[config.mk]
export PLATFORM = sky130hd
export DESIGN_NAME = ucode_top
export DESIGN_NICKNAME = d
export VERILOG_FILES = /design/src/common/ucode_pkg.sv /design/src/ucode/ucode_decoder.sv /design/src/ucode/ucode_rom.sv /design/src/ucode/ucode_top.sv
export SDC_FILE = /design/constraint.sdc
export NUM_CORES = 1
export LEC_CHECK = 0
export ABC_CLOCK_PERIOD_IN_PS = 3260
export BUFFER_PORTS_ARGS = -buffer_cell sky130_fd_sc_hd__buf_2
export CAP_MARGIN = 20
export CORE_UTILIZATION = 32
export CTS_BUF_LIST = sky130_fd_sc_hd__clkbuf_16
export DETAILED_ROUTE_END_ITERATION = 10
export PLACE_DENSITY = 0.62
export SLEW_MARGIN = 20
export SYNTH_ARGS = -nofsm -noshare
export SYNTH_HDL_FRONTEND = slang
export SYNTH_SLANG_ARGS = --single-unit
[constraint.sdc]
create_clock -name i_CLK -period 3.26 [get_ports i_CLK]
set_input_delay 0.326 -clock i_CLK [delete_from_list [all_inputs] [get_ports i_CLK]]
set_output_delay 0.326 -clock i_CLK [all_outputs]
set_load 0.01 [all_outputs]
[src/common/ucode_pkg.sv]
package ucode_pkg;

localparam int UADDR_W = 8;
localparam int UWORD_W = 18;

typedef logic [UADDR_W-1:0] ucode_addr_t;

typedef enum logic [1:0] {
        MCTYPE0 = 2'd0, // Data transfer
        MCTYPE1 = 2'd1, // Address calculation
        MCTYPE2 = 2'd2, // Special operation
        MCTYPE3 = 2'd3  // Sequence control
} mc_kind_t;

// RD4 also fetches the next opcode
typedef enum logic [1:0] {IDLE = 2'd0, RD3 = 2'd1, WR3 = 2'd2, RD4 = 2'd3} bus_cycle_t;

typedef enum logic [3:0] {
        T0S_IGNORE, T0S_A, T0S_R1, T0S_R, T0S_R2, T0S_SRTMP, T0S_MD0, T0S_MD, T0S_PSW
} t0_src_t;

typedef enum logic [3:0] {
        T0D_IGNORE, T0D_A, T0D_R1, T0D_R, T0D_R2, T0D_SRTMP, T0D_MD0, T0D_MD, T0D_PSW
} t0_dst_t;

typedef enum logic [3:0] {DEU_MOV, DEU_COMOP, DEU_INC, DEU_DEC} t0_deu_t;

typedef enum logic [3:0] {
        T1S_IGNORE, T1S_AAUX, T1S_RPA, T1S_RPA2, T1S_RPA_OFFSET,
        T1S_BC, T1S_SP, T1S_PC, T1S_A_REL_S, T1S_A_REL_L
} t1_src_t;

typedef enum logic [3:0] {T1D_MA, T1D_PC, T1D_MD} t1_dst_t;

typedef enum logic [3:0] {AEU_MOV, AEU_ADD, AEU_RPA_ADJ, AEU_PUSH, AEU_POP} t1_aeu_t;

typedef enum logic [3:0] {
        T2_NOP, T2_STA_SR, T2_STA_SR2, T2_STA_WORD, T2_STA_BYTE, T2_STA_IRO,
        T2_IRQ_MOD, T2_SUSP_EN
} t2_op_t;

typedef enum logic [3:0] {T3_BRA_ON_ALU, T3_IRD} t3_op_t;

typedef struct packed {
        t0_src_t    src;
        t0_dst_t    dst;
        t0_deu_t    op;
        bus_cycle_t bus;
} t0_body_t;

typedef struct packed {
        t1_src_t    src;
        t1_dst_t    dst;
        t1_aeu_t    op;
        bus_cycle_t bus;
} t1_body_t;

typedef struct packed {
        t2_op_t     op;
        logic [7:0] rsvd;
        bus_cycle_t bus;
} t2_body_t;

typedef struct packed {
        t3_op_t     op;
        logic [2:0] offset; // Branch distance
        logic [4:0] rsvd;
        bus_cycle_t bus;
} t3_body_t;

// Bus code sits in the same two bits for every kind
typedef union packed {
        t0_body_t t0;
        t1_body_t t1;
        t2_body_t t2;
        t3_body_t t3;
} ucode_body_u;

typedef struct packed {
        mc_kind_t    kind;
        logic        flag;  // Update flags
        logic        skip;  // Check skip
        ucode_body_u body;
} ucode_word_t;

localparam ucode_word_t NOP_WORD = ucode_word_t'({MCTYPE2, 1'b0, 1'b1, T2_NOP, 8'h00, RD4});

typedef struct packed {
        t0_src_t src;
        t0_dst_t dst;
        t0_deu_t op;
} t0_ctrl_t;

typedef struct packed {
        t1_src_t src;
        t1_dst_t dst;
        t1_aeu_t op;
} t1_ctrl_t;

typedef struct packed {
        t3_op_t     op;
        logic [2:0] offset;
} t3_ctrl_t;

typedef struct packed {
        mc_kind_t   kind;
        logic       flag;
        logic       skip;
        bus_cycle_t bus;
        t0_ctrl_t   t0;
        t1_ctrl_t   t1;
        t2_op_t     t2_op;
        t3_ctrl_t   t3;
        logic       bus_read;
        logic       bus_write;
        logic       last_step;
} ucode_ctrl_t;

// Entry addresses, multi-step entries leave room for their steps
localparam ucode_addr_t MOV_R1_A    = 8'h00;
localparam ucode_addr_t MOV_A_R1    = 8'h01;
localparam ucode_addr_t MOV_SR_A    = 8'h02;
localparam ucode_addr_t MOV_A_SR1   = 8'h05;
localparam ucode_addr_t MOV_R_MEM   = 8'h08;
localparam ucode_addr_t MOV_MEM_R   = 8'h0c;
localparam ucode_addr_t MVI_R_IM    = 8'h10;
localparam ucode_addr_t LDAW        = 8'h12;
localparam ucode_addr_t STAW        = 8'h15;
localparam ucode_addr_t LDAX_A_RPA  = 8'h18;
localparam ucode_addr_t LDAX_A_RPA2 = 8'h1a;
localparam ucode_addr_t STAX_RPA_A  = 8'h1e;
localparam ucode_addr_t STAX_RPA2_A = 8'h20;
localparam ucode_addr_t ALU_A_R     = 8'h24;
localparam ucode_addr_t ALU_R_A     = 8'h25;
localparam ucode_addr_t ALUI_A_IM   = 8'h26;
localparam ucode_addr_t ALUI_SR2_IM = 8'h28;
localparam ucode_addr_t JMP         = 8'h2d;
localparam ucode_addr_t JB          = 8'h30;
localparam ucode_addr_t JR          = 8'h31;
localparam ucode_addr_t CALL        = 8'h34;
localparam ucode_addr_t RET_RETS    = 8'h39;
localparam ucode_addr_t EIDI        = 8'h3c;
localparam ucode_addr_t SUSP        = 8'h3d;
localparam ucode_addr_t NOP         = 8'h3e;
localparam ucode_addr_t IRD         = 8'h3f;

// Word builders, fs is {flag, skip}
function automatic ucode_word_t t0w(logic [1:0] fs, t0_src_t s, t0_dst_t d, t0_deu_t op,
                                    bus_cycle_t bus);
        return ucode_word_t'({MCTYPE0, fs, s, d, op, bus});
endfunction

function automatic ucode_word_t t1w(logic [1:0] fs, t1_src_t s, t1_dst_t d, t1_aeu_t op,
                                    bus_cycle_t bus);
        return ucode_word_t'({MCTYPE1, fs, s, d, op, bus});
endfunction

function automatic ucode_word_t t2w(logic [1:0] fs, t2_op_t op, bus_cycle_t bus);
        return ucode_word_t'({MCTYPE2, fs, op, 8'h00, bus});
endfunction

function automatic ucode_word_t t3w(logic [1:0] fs, t3_op_t op, logic [2:0] ofs,
                                    bus_cycle_t bus);
        return ucode_word_t'({MCTYPE3, fs, op, ofs, 5'h00, bus});
endfunction

endpackage

[src/ucode/ucode_decoder.sv]
`timescale 1ns/1ps

module ucode_decoder (
        input  logic                   i_CLK,
        input  logic                   arst_n,
        input  logic                   word_load,
        input  ucode_pkg::ucode_word_t ucode_word,
        output ucode_pkg::ucode_ctrl_t ctrl,
        output logic                   ctrl_valid
);

function automatic ucode_pkg::ucode_ctrl_t decode(ucode_pkg::ucode_word_t w);
        ucode_pkg::ucode_ctrl_t c;
        ucode_pkg::bus_cycle_t  bus;

        c = '0; // Unused kind groups stay at MOV, NOP or IGNORE
        bus = w.body.t0.bus;
        c.kind = w.kind;
        c.flag = w.flag;
        c.skip = w.skip;
        c.bus = bus;
        case (w.kind)
        ucode_pkg::MCTYPE0: begin
                c.t0.src = w.body.t0.src;
                c.t0.dst = w.body.t0.dst;
                c.t0.op = w.body.t0.op;
        end
        ucode_pkg::MCTYPE1: begin
                c.t1.src = w.body.t1.src;
                c.t1.dst = w.body.t1.dst;
                c.t1.op = w.body.t1.op;
        end
        ucode_pkg::MCTYPE2: begin
                c.t2_op = w.body.t2.op;
        end
        default: begin
                c.t3.op = w.body.t3.op;
                c.t3.offset = w.body.t3.offset;
        end
        endcase
        c.bus_read = (bus == ucode_pkg::RD3) || (bus == ucode_pkg::RD4);
        c.bus_write = (bus == ucode_pkg::WR3);
        c.last_step = (bus == ucode_pkg::RD4); // Opcode fetch ends the instruction
        return c;
endfunction

ucode_pkg::ucode_ctrl_t ctrl_d;

always_comb begin
        ctrl_d = decode(ucode_word);
end

always_ff @(posedge i_CLK or negedge arst_n) begin
        if (!arst_n) begin
                ctrl <= decode(ucode_pkg::NOP_WORD);
                ctrl_valid <= 1'b0;
        end else begin
                ctrl_valid <= word_load; // One pulse per load
                if (word_load) begin
                        ctrl <= ctrl_d;
                end
        end
end

endmodule

[src/ucode/ucode_rom.sv]
`timescale 1ns/1ps

module ucode_rom (
        input  logic                   i_CLK,
        input  logic                   arst_n,
        input  logic                   read_tick,
        input  ucode_pkg::ucode_addr_t ucode_addr,
        output ucode_pkg::ucode_word_t ucode_word
);

always_ff @(posedge i_CLK or negedge arst_n) begin
        if (!arst_n) begin
                ucode_word <= ucode_pkg::NOP_WORD;
        end else if (read_tick) begin
                case (ucode_addr)
                // 8-bit transfers
                ucode_pkg::MOV_R1_A: ucode_word <= ucode_pkg::t0w(2'b01,
                        ucode_pkg::T0S_A, ucode_pkg::T0D_R1, ucode_pkg::DEU_MOV, ucode_pkg::RD4);
                ucode_pkg::MOV_A_R1: ucode_word <= ucode_pkg::t0w(2'b01,
                        ucode_pkg::T0S_R1, ucode_pkg::T0D_A, ucode_pkg::DEU_MOV, ucode_pkg::RD4);
                ucode_pkg::MOV_SR_A: ucode_word <= ucode_pkg::t2w(2'b00,
                        ucode_pkg::T2_STA_SR, ucode_pkg::RD3);
                ucode_pkg::MOV_SR_A + 8'd1: ucode_word <= ucode_pkg::t2w(2'b01,
                        ucode_pkg::T2_NOP, ucode_pkg::IDLE);
                ucode_pkg::MOV_SR_A + 8'd2: ucode_word <= ucode_pkg::t0w(2'b01, ucode_pkg::T0S_A,
                        ucode_pkg::T0D_SRTMP, ucode_pkg::DEU_MOV, ucode_pkg::RD4);
                ucode_pkg::MOV_A_SR1: ucode_word <= ucode_pkg::t2w(2'b00,
                        ucode_pkg::T2_STA_SR, ucode_pkg::RD3);
                ucode_pkg::MOV_A_SR1 + 8'd1: ucode_word <= ucode_pkg::t2w(2'b01,
                        ucode_pkg::T2_NOP, ucode_pkg::IDLE);
                ucode_pkg::MOV_A_SR1 + 8'd2: ucode_word <= ucode_pkg::t0w(2'b00,
                        ucode_pkg::T0S_SRTMP, ucode_pkg::T0D_A, ucode_pkg::DEU_MOV, ucode_pkg::RD4);
                ucode_pkg::MOV_R_MEM: ucode_word <= ucode_pkg::t2w(2'b00,
                        ucode_pkg::T2_NOP, ucode_pkg::RD3);
                ucode_pkg::MOV_R_MEM + 8'd1: ucode_word <= ucode_pkg::t2w(2'b00,
                        ucode_pkg::T2_STA_WORD, ucode_pkg::RD3);
                ucode_pkg::MOV_R_MEM + 8'd2: ucode_word <= ucode_pkg::t1w(2'b01, // MA from AAUX
                        ucode_pkg::T1S_AAUX, ucode_pkg::T1D_MA, ucode_pkg::AEU_MOV, ucode_pkg::RD3);
                ucode_pkg::MOV_R_MEM + 8'd3: ucode_word <= ucode_pkg::t0w(2'b00,
                        ucode_pkg::T0S_MD0, ucode_pkg::T0D_R, ucode_pkg::DEU_MOV, ucode_pkg::RD4);
                ucode_pkg::MOV_MEM_R: ucode_word <= ucode_pkg::t2w(2'b00,
                        ucode_pkg::T2_NOP, ucode_pkg::RD3);
                ucode_pkg::MOV_MEM_R + 8'd1: ucode_word <= ucode_pkg::t2w(2'b00,
                        ucode_pkg::T2_STA_WORD, ucode_pkg::RD3);
                ucode_pkg::MOV_MEM_R + 8'd2: ucode_word <= ucode_pkg::t1w(2'b01,
                        ucode_pkg::T1S_AAUX, ucode_pkg::T1D_MA, ucode_pkg::AEU_MOV, ucode_pkg::WR3);
                ucode_pkg::MOV_MEM_R + 8'd3: ucode_word <= ucode_pkg::t0w(2'b00,
                        ucode_pkg::T0S_R, ucode_pkg::T0D_MD0, ucode_pkg::DEU_MOV, ucode_pkg::RD4);
                ucode_pkg::MVI_R_IM: ucode_word <= ucode_pkg::t2w(2'b00,
                        ucode_pkg::T2_NOP, ucode_pkg::RD3);
                ucode_pkg::MVI_R_IM + 8'd1: ucode_word <= ucode_pkg::t0w(2'b11,
                        ucode_pkg::T0S_MD, ucode_pkg::T0D_R, ucode_pkg::DEU_MOV, ucode_pkg::RD4);
                ucode_pkg::LDAW: ucode_word <= ucode_pkg::t2w(2'b00,
                        ucode_pkg::T2_STA_BYTE, ucode_pkg::RD3);
                ucode_pkg::LDAW + 8'd1: ucode_word <= ucode_pkg::t1w(2'b01, // MA from Vwa
                        ucode_pkg::T1S_AAUX, ucode_pkg::T1D_MA, ucode_pkg::AEU_MOV, ucode_pkg::RD3);
                ucode_pkg::LDAW + 8'd2: ucode_word <= ucode_pkg::t0w(2'b00,
                        ucode_pkg::T0S_MD0, ucode_pkg::T0D_A, ucode_pkg::DEU_MOV, ucode_pkg::RD4);
                ucode_pkg::STAW: ucode_word <= ucode_pkg::t2w(2'b00,
                        ucode_pkg::T2_STA_BYTE, ucode_pkg::RD3);
                ucode_pkg::STAW + 8'd1: ucode_word <= ucode_pkg::t1w(2'b01,
                        ucode_pkg::T1S_AAUX, ucode_pkg::T1D_MA, ucode_pkg::AEU_MOV, ucode_pkg::WR3);
                ucode_pkg::STAW + 8'd2: ucode_word <= ucode_pkg::t0w(2'b00,
                        ucode_pkg::T0S_A, ucode_pkg::T0D_MD0, ucode_pkg::DEU_MOV, ucode_pkg::RD4);
                ucode_pkg::LDAX_A_RPA: ucode_word <= ucode_pkg::t1w(2'b01, ucode_pkg::T1S_RPA,
                        ucode_pkg::T1D_MA, ucode_pkg::AEU_RPA_ADJ, ucode_pkg::RD3);
                ucode_pkg::LDAX_A_RPA + 8'd1: ucode_word <= ucode_pkg::t0w(2'b00,
                        ucode_pkg::T0S_MD0, ucode_pkg::T0D_A, ucode_pkg::DEU_MOV, ucode_pkg::RD4);
                ucode_pkg::LDAX_A_RPA2: ucode_word <= ucode_pkg::t2w(2'b00, // Conditional read
                        ucode_pkg::T2_STA_IRO, ucode_pkg::IDLE);
                ucode_pkg::LDAX_A_RPA2 + 8'd1: ucode_word <= ucode_pkg::t1w(2'b01,
                        ucode_pkg::T1S_RPA2, ucode_pkg::T1D_MA, ucode_pkg::AEU_MOV, ucode_pkg::IDLE);
                ucode_pkg::LDAX_A_RPA2 + 8'd2: ucode_word <= ucode_pkg::t1w(2'b00,
                        ucode_pkg::T1S_RPA_OFFSET, ucode_pkg::T1D_MA, ucode_pkg::AEU_ADD,
                        ucode_pkg::RD3);
                ucode_pkg::LDAX_A_RPA2 + 8'd3: ucode_word <= ucode_pkg::t0w(2'b00,
                        ucode_pkg::T0S_MD0, ucode_pkg::T0D_A, ucode_pkg::DEU_MOV, ucode_pkg::RD4);
                ucode_pkg::STAX_RPA_A: ucode_word <= ucode_pkg::t1w(2'b01, ucode_pkg::T1S_RPA,
                        ucode_pkg::T1D_MA, ucode_pkg::AEU_RPA_ADJ, ucode_pkg::WR3);
                ucode_pkg::STAX_RPA_A + 8'd1: ucode_word <= ucode_pkg::t0w(2'b00,
                        ucode_pkg::T0S_A, ucode_pkg::T0D_MD0, ucode_pkg::DEU_MOV, ucode_pkg::RD4);
                ucode_pkg::STAX_RPA2_A: ucode_word <= ucode_pkg::t2w(2'b00,
                        ucode_pkg::T2_STA_IRO, ucode_pkg::IDLE);
                ucode_pkg::STAX_RPA2_A + 8'd1: ucode_word <= ucode_pkg::t1w(2'b01,
                        ucode_pkg::T1S_RPA2, ucode_pkg::T1D_MA, ucode_pkg::AEU_MOV, ucode_pkg::IDLE);
                ucode_pkg::STAX_RPA2_A + 8'd2: ucode_word <= ucode_pkg::t1w(2'b00,
                        ucode_pkg::T1S_RPA_OFFSET, ucode_pkg::T1D_MA, ucode_pkg::AEU_ADD,
                        ucode_pkg::WR3);
                ucode_pkg::STAX_RPA2_A + 8'd3: ucode_word <= ucode_pkg::t0w(2'b00,
                        ucode_pkg::T0S_A, ucode_pkg::T0D_MD0, ucode_pkg::DEU_MOV, ucode_pkg::RD4);
                // Register and immediate ALU
                ucode_pkg::ALU_A_R: ucode_word <= ucode_pkg::t0w(2'b11,
                        ucode_pkg::T0S_R, ucode_pkg::T0D_A, ucode_pkg::DEU_COMOP, ucode_pkg::RD4);
                ucode_pkg::ALU_R_A: ucode_word <= ucode_pkg::t0w(2'b11,
                        ucode_pkg::T0S_A, ucode_pkg::T0D_R, ucode_pkg::DEU_COMOP, ucode_pkg::RD4);
                ucode_pkg::ALUI_A_IM: ucode_word <= ucode_pkg::t2w(2'b00,
                        ucode_pkg::T2_NOP, ucode_pkg::RD3);
                ucode_pkg::ALUI_A_IM + 8'd1: ucode_word <= ucode_pkg::t0w(2'b11,
                        ucode_pkg::T0S_MD0, ucode_pkg::T0D_A, ucode_pkg::DEU_COMOP, ucode_pkg::RD4);
                ucode_pkg::ALUI_SR2_IM: ucode_word <= ucode_pkg::t2w(2'b00,
                        ucode_pkg::T2_STA_SR2, ucode_pkg::RD3);
                ucode_pkg::ALUI_SR2_IM + 8'd1: ucode_word <= ucode_pkg::t3w(2'b01, // MVI skips ALU
                        ucode_pkg::T3_BRA_ON_ALU, 3'd2, ucode_pkg::IDLE);
                ucode_pkg::ALUI_SR2_IM + 8'd2: ucode_word <= ucode_pkg::t0w(2'b10,
                        ucode_pkg::T0S_MD0, ucode_pkg::T0D_SRTMP, ucode_pkg::DEU_COMOP,
                        ucode_pkg::IDLE);
                ucode_pkg::ALUI_SR2_IM + 8'd3: ucode_word <= ucode_pkg::t2w(2'b00,
                        ucode_pkg::T2_NOP, ucode_pkg::RD4);
                ucode_pkg::ALUI_SR2_IM + 8'd4: ucode_word <= ucode_pkg::t0w(2'b10,
                        ucode_pkg::T0S_MD0, ucode_pkg::T0D_SRTMP, ucode_pkg::DEU_COMOP,
                        ucode_pkg::RD4);
                // Jumps, calls, returns
                ucode_pkg::JMP: ucode_word <= ucode_pkg::t2w(2'b00,
                        ucode_pkg::T2_NOP, ucode_pkg::RD3);
                ucode_pkg::JMP + 8'd1: ucode_word <= ucode_pkg::t2w(2'b00,
                        ucode_pkg::T2_STA_WORD, ucode_pkg::RD3);
                ucode_pkg::JMP + 8'd2: ucode_word <= ucode_pkg::t1w(2'b01,
                        ucode_pkg::T1S_AAUX, ucode_pkg::T1D_PC, ucode_pkg::AEU_MOV, ucode_pkg::RD4);
                ucode_pkg::JB: ucode_word <= ucode_pkg::t1w(2'b01,
                        ucode_pkg::T1S_BC, ucode_pkg::T1D_PC, ucode_pkg::AEU_MOV, ucode_pkg::RD4);
                ucode_pkg::JR: ucode_word <= ucode_pkg::t2w(2'b01,
                        ucode_pkg::T2_NOP, ucode_pkg::IDLE);
                ucode_pkg::JR + 8'd1: ucode_word <= ucode_pkg::t2w(2'b00,
                        ucode_pkg::T2_NOP, ucode_pkg::IDLE);
                ucode_pkg::JR + 8'd2: ucode_word <= ucode_pkg::t1w(2'b00, // Short displacement
                        ucode_pkg::T1S_A_REL_S, ucode_pkg::T1D_PC, ucode_pkg::AEU_ADD, ucode_pkg::RD4);
                ucode_pkg::CALL: ucode_word <= ucode_pkg::t2w(2'b00,
                        ucode_pkg::T2_NOP, ucode_pkg::RD3);
                ucode_pkg::CALL + 8'd1: ucode_word <= ucode_pkg::t2w(2'b00,
                        ucode_pkg::T2_STA_WORD, ucode_pkg::RD3);
                ucode_pkg::CALL + 8'd2: ucode_word <= ucode_pkg::t1w(2'b01,
                        ucode_pkg::T1S_SP, ucode_pkg::T1D_MA, ucode_pkg::AEU_PUSH, ucode_pkg::WR3);
                ucode_pkg::CALL + 8'd3: ucode_word <= ucode_pkg::t1w(2'b00, // Return address out
                        ucode_pkg::T1S_PC, ucode_pkg::T1D_MD, ucode_pkg::AEU_MOV, ucode_pkg::WR3);
                ucode_pkg::CALL + 8'd4: ucode_word <= ucode_pkg::t1w(2'b00,
                        ucode_pkg::T1S_AAUX, ucode_pkg::T1D_PC, ucode_pkg::AEU_MOV, ucode_pkg::RD4);
                ucode_pkg::RET_RETS: ucode_word <= ucode_pkg::t1w(2'b01,
                        ucode_pkg::T1S_SP, ucode_pkg::T1D_MA, ucode_pkg::AEU_POP, ucode_pkg::RD3);
                ucode_pkg::RET_RETS + 8'd1: ucode_word <= ucode_pkg::t2w(2'b00,
                        ucode_pkg::T2_STA_WORD, ucode_pkg::RD3);
                ucode_pkg::RET_RETS + 8'd2: ucode_word <= ucode_pkg::t1w(2'b00,
                        ucode_pkg::T1S_AAUX, ucode_pkg::T1D_PC, ucode_pkg::AEU_MOV, ucode_pkg::RD4);
                // Processor control
                ucode_pkg::EIDI: ucode_word <= ucode_pkg::t2w(2'b01,
                        ucode_pkg::T2_IRQ_MOD, ucode_pkg::RD4);
                ucode_pkg::SUSP: ucode_word <= ucode_pkg::t2w(2'b01,
                        ucode_pkg::T2_SUSP_EN, ucode_pkg::RD4);
                ucode_pkg::IRD: ucode_word <= ucode_pkg::t3w(2'b00, // Wait for opcode decode
                        ucode_pkg::T3_IRD, 3'd0, ucode_pkg::RD4);
                // NOP entry and every unmapped address
                default: ucode_word <= ucode_pkg::NOP_WORD;
                endcase
        end
end

endmodule

[src/ucode/ucode_top.sv]
`timescale 1ns/1ps

module ucode_top (
        input  logic                   i_CLK,
        input  logic                   arst_n,
        input  logic                   read_tick,
        input  ucode_pkg::ucode_addr_t ucode_addr,
        output ucode_pkg::ucode_word_t ucode_word,
        output ucode_pkg::ucode_ctrl_t ctrl,
        output logic                   ctrl_valid
);

logic word_load;

// ROM word is ready one cycle after the tick
always_ff @(posedge i_CLK or negedge arst_n) begin
        if (!arst_n) begin
                word_load <= 1'b0;
        end else begin
                word_load <= read_tick;
        end
end

ucode_rom rom0 (
        .i_CLK      (i_CLK),
        .arst_n     (arst_n),
        .read_tick  (read_tick),
        .ucode_addr (ucode_addr),
        .ucode_word (ucode_word)
);

ucode_decoder dec0 (
        .i_CLK      (i_CLK),
        .arst_n     (arst_n),
        .word_load  (word_load),
        .ucode_word (ucode_word),
        .ctrl       (ctrl),
        .ctrl_valid (ctrl_valid)
);

endmodule
==> impl_metrics.ini <==
[detailed_routing]
viasPerCell = 5.314
finalWirelength_mm = 9.325
dr.first_iter.drc_count = 231
vias = 2976
drc_errors = 0
ant_nets = 0
dr.pass1.iters = 4
wl_per_cell_um = 16.65

[final_layout]
fillCellCount = 1081
seq_area_sq_mm = 0.001439
diodes = 0
post_route_cells_drive_above_1_share_pct = 24.06
multiInputGateArea_sq_mm = 0.001614
finish.utilization_pct = 38.45
areaGrowthSynthToFinish_pct = 15.89
nNetsFinal = 438

[clock_network]
cts_tree = done
clkTransAtPathRegs_ns = 0.05
cts_resized = 0
clock_sinks = 57
root_buffer = clkbuf_16
ctsHoldBuffers = 0
clock_latency_ns = 0.32
clock_path_buffers = 2
cts_inserted_buffers = 9
post_cts_buffers = 0
cts_max_level = 3

[die]
pin_count = 74
core_region_area_sq_mm = 0.01037
die_x_um = 105.7
die_y_um = 105.7
die-area_sq_mm = 0.01117
rows = 37
start_util_pct = 33.18

[synthesis]
synth_seq_cells = 57
synthCells = 375
yosys.area.top_type = dfrtp_1
ys_types = 66
seq_area_frac_synth_pct = 41.82
synth_edf_count = 0
yosysWarnings = 0
synth.most_common_cell = dfrtp_1
post-synth-top-area-fraction_pct = 34.18
synth_area_leaders = dfrtp_1 (34%), dfstp_2 (7.6%), o22ai_1 (5.8%)
syn_area_per_cell_sq_um = 9.175
synth_area_sq_mm = 0.003441
synth_ff_type = dfrtp_1
ys_top_cells_by_count = dfrtp_1 (47), inv_1 (37), o22ai_1 (32)
ys_async_sr_fraction_pct = 100.0

[timing]
fin_skew_ns = 0.006410
drv_slew = 0
timing.fmax_mhz = 484.6
tightest_slew_ns = 1.020
slew_headroom_pct = 32.00
setup_slack_ns = 1.196
fin_crit_ns = 2.064
holdWs_ns = 0.006320
rsz0062_at_grt = no
tns_ns = 0
hold_viol_final = 0
setup_viol = 0
finalCritPeriodShare_pct = 63.31

[global_route]
grt_pass1_vias = 2858
grt.total_usage_pct = 17.69
antenna_found_initial = 0
grt_max_degree = 54
grt_pass1_wl_mm = 15.35
gr-total-overflow = 0

[worst_hold_path]
min_path_type = in2async

[place]
port_buffers = 66
place_ws_ns = 0.8886
hpwl_mm = 6.631
gp_congestion = 0.9140

[pwr]
power_w = 0.001822
switchingPower_w = 0.0004838
p_comb_share_pct = 15.1
netSwitchingFraction_pct = 26.56
p_int_w = 0.001338
seq_power_share_pct = 42.3
peakVddDrop_mv = 0.2535
p_clk_share_pct = 42.6
p_per_area_mw_per_mm2 = 456.8
p_leak_nw = 1.831

[critical_path]
critPathMaxFanout = 16
cp.arrival_ns = 2.26
cp-start-kind = primary input
cp.required_ns = 3.46
r2r_cells = 3
reg2reg_setup_slack_ns = 1.49
rr_startpoint = word_load
path_class = in2reg
endpoint_kind = flip-flop
crit_start = ucode_addr[1]

[run]
drv_cap = 0

[run_status]
outcome = completed
==> flip-flops by register name, summed over array words and instances (netlist names) <==
signal           count
dec0.ctrl_valid      1
word_load            1
rom0.ucode_word     16
dec0.ctrl           39
==> stage by stage <==
step           cell area, sq um  cells
6_report                   3988    560
5_1_grt                    3988    560
4_1_cts                    3985    560
3_5_place_dp               3734    544
3_3_place_gp               3734    544
2_1_floorplan              3463    381
==> power groups by stage <==
stage | clock (W) | sequential [W] | combinational, W
finish | 0.000776 | 0.000771 | 0.000275
floorplan | 0 | 0.000781 | 0.000194
global placement | 0 | 0.000780 | 0.000273
global route | 0.000829 | 0.000775 | 0.000304
detailed placement | 0 | 0.000781 | 0.000272
CTS | 0.000796 | 0.000771 | 0.000273
==> layout by cell type, fill, tap and decap left out, drive strengths merged, types with 4 or more instances in the layout <==
master,netlist,final
nand3,4,4
and2,4,4
conb,1,7
buf,30,70
dfstp,10,10
clkbuf,13,9
ha,8,8
a211oi,4,4
a41oi,4,4
inv,39,44
a31oi,4,4
nor2b,10,10
nand2,30,30
o22ai,32,32
mux2,8,8
a21oi,8,8
nor2,20,20
o21ai,17,17
mux2i,6,6
o211ai,4,4
nand2b,13,13
dfrtp,47,47
==> worst max-delay path, cell delays in order <==
cell and delay (ns):
buf_2 0.24, inv_1 0.17, ha_1 0.47, nand2b_2 0.21
nand2_1 0.09, mux4_2 0.45, a221o_1 0.30
==> layout make-up <==
cell class	instances	area share (%)
flip-flops and latches	57	36.08
repair buffers	70	9.099
multi-input cells	241	40.48
clock buffers	9	5.648
well taps	136	4.267
clock inverters	7	0.6589
inverters	40	3.765
==> kinds of logic after synthesis <==
group / count (synthesis) / synth area share [%]
flops: 57 / 41.82
other cells: 1 / 0.1090
mux: 15 / 5.127
fa+ha+maj: 8 / 2.909
compound gates: 110 / 22.98
xor+xnor: 2 / 0.5092
simple gates: 99 / 14.62
buf+inv: 83 / 11.93
==> metal layers <==
layer | part of all wire (%) | global-route usage, %
met5 | 0 | 0
met4 | 1.3 | 6.151
met3 | 6.4 | 3.587
met2 | 47 | 28.15
met1 | 45 | 23.79
==> worst paths after layout <==
check | endpoint
worst min register to register | dec0.ctrl[2]
max in group asynchronous | dec0.ctrl[40]
worst min-delay path | dec0.ctrl[10]
min in group i_CLK | word_load
worst max-delay path | rom0.ucode_word[6]
worst max register to register | dec0.ctrl[36]
(Power assumes the default switching activity.)
